**src/hdl/oflow_frame_pkg.sv**
```systemverilog
/*
 * Frame counting and history limits.
 * Shared by the frame tracker, the memory buffer and the top level.
 */
`default_nettype none

package oflow_frame_pkg;

	// --------------------------------------
	// frame counter
	// --------------------------------------
	localparam int FRAME_NUM_WIDTH = 8;     // frames 0..255, then wrap

	// --------------------------------------
	// history frames
	// --------------------------------------
	localparam int HIST_WIDTH = 3;          // num_of_history_frames width
	localparam int MAX_HISTORY = 5;         // anything above this clamps to 1

	// slot = frame number mod n, so 0..MAX_HISTORY-1
	localparam int SLOT_WIDTH = 3;

endpackage : oflow_frame_pkg

`default_nettype wire

```
**src/hdl/oflow_frame_tracker.sv**
```systemverilog
/*
 * Frame tracker: counts frames on frame_start and keeps slot = frame_num mod n.
 * n is clamped to 1..5 and latched only at reset and at the frame wrap.
 */
`default_nettype none

module oflow_frame_tracker (
	input  logic                                       clk,
	input  logic                                       reset_N,
	input  logic                                       frame_start,    // one-cycle strobe
	input  logic [oflow_frame_pkg::HIST_WIDTH-1:0]      num_of_history_frames,
	output logic [oflow_frame_pkg::FRAME_NUM_WIDTH-1:0] frame_num,
	output logic [oflow_frame_pkg::SLOT_WIDTH-1:0]      slot,
	output logic [oflow_frame_pkg::HIST_WIDTH-1:0]      hist_count      // latched n
);

	// --------------------------------------
	// local signals
	// --------------------------------------
	logic [oflow_frame_pkg::HIST_WIDTH-1:0] hist_clamped;
	logic [oflow_frame_pkg::SLOT_WIDTH-1:0] slot_inc;
	logic                                   frame_wrap;
	logic                                   slot_wrap;

	// --------------------------------------
	// history count clamp
	// --------------------------------------
	// 0 and anything above MAX_HISTORY fall back to a single region
	always_comb begin
		hist_clamped = num_of_history_frames;
		if (num_of_history_frames == '0) begin
			hist_clamped = oflow_frame_pkg::HIST_WIDTH'(1);
		end else if (num_of_history_frames >
			oflow_frame_pkg::HIST_WIDTH'(oflow_frame_pkg::MAX_HISTORY)) begin
			hist_clamped = oflow_frame_pkg::HIST_WIDTH'(1);
		end
	end

	// --------------------------------------
	// wrap detection
	// --------------------------------------
	assign frame_wrap = (frame_num == '1);    // 255 -> 0 on next strobe
	assign slot_inc = slot + oflow_frame_pkg::SLOT_WIDTH'(1);
	// slot counts 0..n-1, no modulo needed
	assign slot_wrap = (slot_inc == oflow_frame_pkg::SLOT_WIDTH'(hist_count));

	// --------------------------------------
	// frame counter
	// --------------------------------------
	always_ff @(posedge clk) begin
		if (!reset_N) begin
			frame_num <= '0;
		end else if (frame_start) begin
			frame_num <= frame_num + 1'b1;    // wraps naturally at 255
		end
	end

	// --------------------------------------
	// slot register
	// --------------------------------------
	always_ff @(posedge clk) begin
		if (!reset_N) begin
			slot <= '0;
		end else if (frame_start) begin
			if (frame_wrap || slot_wrap) begin
				slot <= '0;    // frame 0 always lands in region 0
			end else begin
				slot <= slot_inc;
			end
		end
	end

	// --------------------------------------
	// latched history count
	// --------------------------------------
	// regions stay put for a whole 256-frame sequence
	always_ff @(posedge clk) begin
		if (!reset_N) begin
			hist_count <= hist_clamped;
		end else if (frame_start && frame_wrap) begin
			hist_count <= hist_clamped;    // new n from frame 0
		end
	end

endmodule : oflow_frame_tracker

`default_nettype wire

```
**config.mk**
```make
export PLATFORM = sky130hd
export DESIGN_NAME = oflow_frame_tracker
export DESIGN_NICKNAME = d
export VERILOG_FILES = /design/src/hdl/oflow_frame_pkg.sv /design/src/hdl/oflow_frame_tracker.sv
export SDC_FILE = /design/constraint.sdc
export NUM_CORES = 1
export LEC_CHECK = 0
export BUFFER_PORTS_ARGS = -buffer_cell sky130_fd_sc_hd__buf_2
export CAP_MARGIN = 0
export CORE_UTILIZATION = 44
export CTS_CLUSTER_DIAMETER = 120
export DETAILED_ROUTE_END_ITERATION = 16
export GPL_TIMING_DRIVEN = 0
export PLACE_DENSITY_LB_ADDON = 0.2
export SETUP_SLACK_MARGIN = 0.2
export SYNTH_ARGS = -nofsm -noshare
export SYNTH_HDL_FRONTEND = slang
export SYNTH_SLANG_ARGS = --single-unit
```
**constraint.sdc**
```tcl
create_clock -name clk -period 1.75 [get_ports clk]
set_clock_uncertainty 0.15 [all_clocks]
set_input_delay 0.35 -clock clk [delete_from_list [all_inputs] [get_ports clk]]
set_output_delay 0.35 -clock clk [all_outputs]
set_load 0.1 [all_outputs]
```
==> flow_summary_export.csv <==
group,metric,value,unit
clocking,clock_latency,0.28,ns
worst_setup_path,reg2reg_to,"slot[0]",
clocking,cts_buffers,3,
yosys,synth_area_leaders,"dfxtp_1, edfxtp_1, and2_1, xnor2_1, nor2b_1",
yosys,synthXorXnorAreaFrac,0.124,
yosys,synth.distinct_cells,27,
yosys,yosysSeqAreaShare,0.452,
yosys,synth_edf_count,3,
sta,rsz0062_at_grt,"true",
yosys,synth_top_family_by_area,"simple AND/OR/NAND/NOR gates",
floorplan,core,1380,sq um
floorplan,ios,20,
sta,fin_crit_sh,0.947,
clocking,cts_root_buf,"clkbuf_4",
grt,grt_busiest_layer,"met2",
detailed_routing,viasPerCell,5.24,
placed_design,port_buffers,19,
sta,slew_headroom,0.676,
yosys,synth.largest_area_cell,"dfxtp_1",
placed_design,dp_hpwl,949,microns
worst_setup_path,rr_startpoint,"slot[0]",
floorplan,fp.dieW,41.5,microns
yosys,synth_fa_ha_area_frac,0.0364,
floorplan,num_rows,13,
yosys,synthCells,67,
layout,area_delta_synth_final,41.3,%
run,maxCapViolCount,0,
sta,min_period,1.66,ns
sta,finalSetupTns,0,ns
worst_setup_path,worst_path_largest_cell_delay,0.37,ns
power,p_per_area,797,nW/um^2
layout,post-route-util,0.702,
worst_setup_path,path_cells,"ha_4, xor2_1, nor3_4, buf_4, nor4b_1, o21a_1",
worst_setup_path,r2r_cells,6,
min_path,hold_start,"reset_N",
grt,use_met1,0.214,
min_path,hold_path_depth,2,
yosys,syn-num-nets,75,
floorplan,start_util,0.497,
clocking,cts_sinks,14,
min_path,hold_class,"in2reg",
worst_setup_path,cp-start-kind,"flip-flop",
worst_setup_path,r2r_setup_slack,0.09,ns
detailed_routing,num_vias,561,
min_path,hold-path-endpoint,"frame_num[6]",
detailed_routing,wl,1320,microns
placed_design,finalWeightedCongestion,0.718,
layout,nets,101,
grt,grtUsageMet3,0.0522,
grt,grt_max_degree,11,
sta,whs,0.173,ns
grt,grt_usage,0.170,
yosys,synth_compound_area_frac,0.0947,
grt,antenna_found_initial,0,
yosys,muxShareOfSynthArea,0.0146,
sta,finalSetupViolations,0,
worst_setup_path,path_class,"reg2reg",
detailed_routing,drcViolationCount,0,
worst_setup_path,cp-end-kind,"flip-flop",
sta,hold_violations,0,
clocking,cts_tree,"built",
grt,grt_pass1_vias,535,
detailed_routing,first_pass_iters,2,
floorplan,die_area,1720,sq um
sta,max_slew.worst_pin.slew,0.486,ns
worst_setup_path,cpMaxStageDelayCell,"dfxtp_4",
grt,grtUsageMet2,0.284,
detailed_routing,wire_per_inst,12.3,microns
yosys,synth-simple-area-share,0.257,
yosys,synthArstFlopShare,0,
yosys,yosys.area.top_type_share,0.321,
detailed_routing,first_iter_violations,2,
status,status,"finished, final reports clean",
yosys,ys.warnings.count,0,
grt,grt_pass1_wl,2270,microns
yosys,synth.most_common_cell,"dfxtp_1",
worst_setup_path,worstPathRequired,1.82,ns
clocking,cts_buffer_depth,2,
yosys,synth_area,687,sq um
clocking,cts_max_level,1,
detailed_routing,antenna_left,0,
worst_setup_path,worstPathMaxFanout,5,
sta,fmaxAchievable,0.603,GHz
layout,diodes,0,
sta,drv_slew,0,
worst_setup_path,critPathArrivalTime,1.73,ns
floorplan,die_y,41.5,microns
yosys,avgSynthCellArea,10.3,sq um
clocking,clkTransAtPathRegs,0.08,ns
layout,drive_above_1_share,0.446,
yosys,yosys-top-cells-count,"dfxtp_1, and2_1, nand2_1, nor2b_1, xnor2_1",
power,peakVddDrop,517,uV
grt,overflow,0,
yosys,synth-main-ff-cell,"dfxtp_1",
yosys,synth-seq-cells,14,
power,p_leak,0.373,nW
[critical path, delay by kind of cell, from the launching register on]
| kind | cells | cell delay [ns] |
|---|---|---|
| XOR/XNOR | 1 | 0.21 |
| buffers and inverters | 1 | 0.13 |
| AO/OA/AOI/OAI | 1 | 0.14 |
| adder cells (fa/ha/maj) | 1 | 0.26 |
| AND/OR/NAND/NOR | 2 | 0.33 |
| flip-flops | 1 | 0.37 |
[power breakdown]
part | switching [W] | internal [W] | total (W)
registers | 0.0000185 | 0.000338 | 0.000356
clock network | 0.000103 | 0.0000885 | 0.000191
logic | 0.000158 | 0.0000686 | 0.000227
total | 0.000279 | 0.000495 | 0.000774
[kinds of logic (layout without fill, tap and decap cells)]
family | Yosys count | after routing
adders and majority gates | 2 | 2
DFF | 14 | 14
xor gates and xnor gates | 8 | 8
muxes | 1 | 1
and+or+nand+nor | 29 | 29
buffers and inverters | 4 | 29
AOI/OAI and AO/OA | 9 | 9
[worst max-delay path by stage]
stage | startpoint | cells past startpoint | endpoint | slack, ns
final | slot[0] | 6 | slot[0] | 0.09
after global routing | slot[0] | 5 | slot[2] | 0.04
after CTS | hist_count[2] | 4 | slot[2] | 0.07
after detailed placement | slot[0] | 5 | slot[2] | -0.07
after global placement | slot[0] | 5 | slot[2] | -0.06
after floorplan | hist_count[2] | 4 | slot[2] | -0.34
[through the flow]
step | setup slack, ns | cell area, sq um | total power, W | std cells
after floorplan | -0.336 | 764 | 0.000531 | 67
after global placement | -0.0571 | 878 | 0.000560 | 101
after detailed placement | -0.0699 | 878 | 0.000562 | 101
after CTS | 0.0665 | 953 | 0.000769 | 105
after global routing | 0.0443 | 971 | 0.000806 | 107
final | 0.0921 | 971 | 0.000774 | 107
[sequential cells by signal, indices dropped and copies added, names as in the netlist]
register	count
slot	3
frame_num	8
hist_count	3
[routing by layer]
| layer | vias up | routed length [microns] |
|---|---|---|
| li1 | 288 | - |
| met1 | 258 | 582 |
| met2 | 12 | 678 |
| met3 | 3 | 38 |
| met4 | 0 | 19 |
| met5 | - | 0 |
[cell usage in the layout, fill, tap and decap left out, drive strengths merged, types with 2 or more instances in the layout]
master / instances
edfxtp: 3
o21ai: 2
buf: 20
nor3: 3
nor2b: 5
nand2: 5
dfxtp: 11
a21boi: 2
or3: 2
nand3: 3
nor4b: 2
and2: 6
xor2: 3
inv: 2
nand4: 2
xnor2: 4
ha: 2
clkbuf: 7
[timing repair]
| action | CTS | global route |
|---|---|---|
| setup endpoints to repair | 17 | 5 |
| hold buffers | 0 | 0 |
| setup buffers | 0 | 2 |
| cloned | 0 | 0 |
| resized for setup | 15 | 1 |
| pin swaps | 3 | 1 |
[layout make-up]
type	instances	area, sq um
sequential	14	349
inverter	2	7.51
buffer	2	7.51
timing repair buffer	21	143
fill	102	412
multi-input combinational	49	419
clock buffer	4	26.3
tap	15	18.8
No activity file was read; power rests on OpenSTA's default activity.
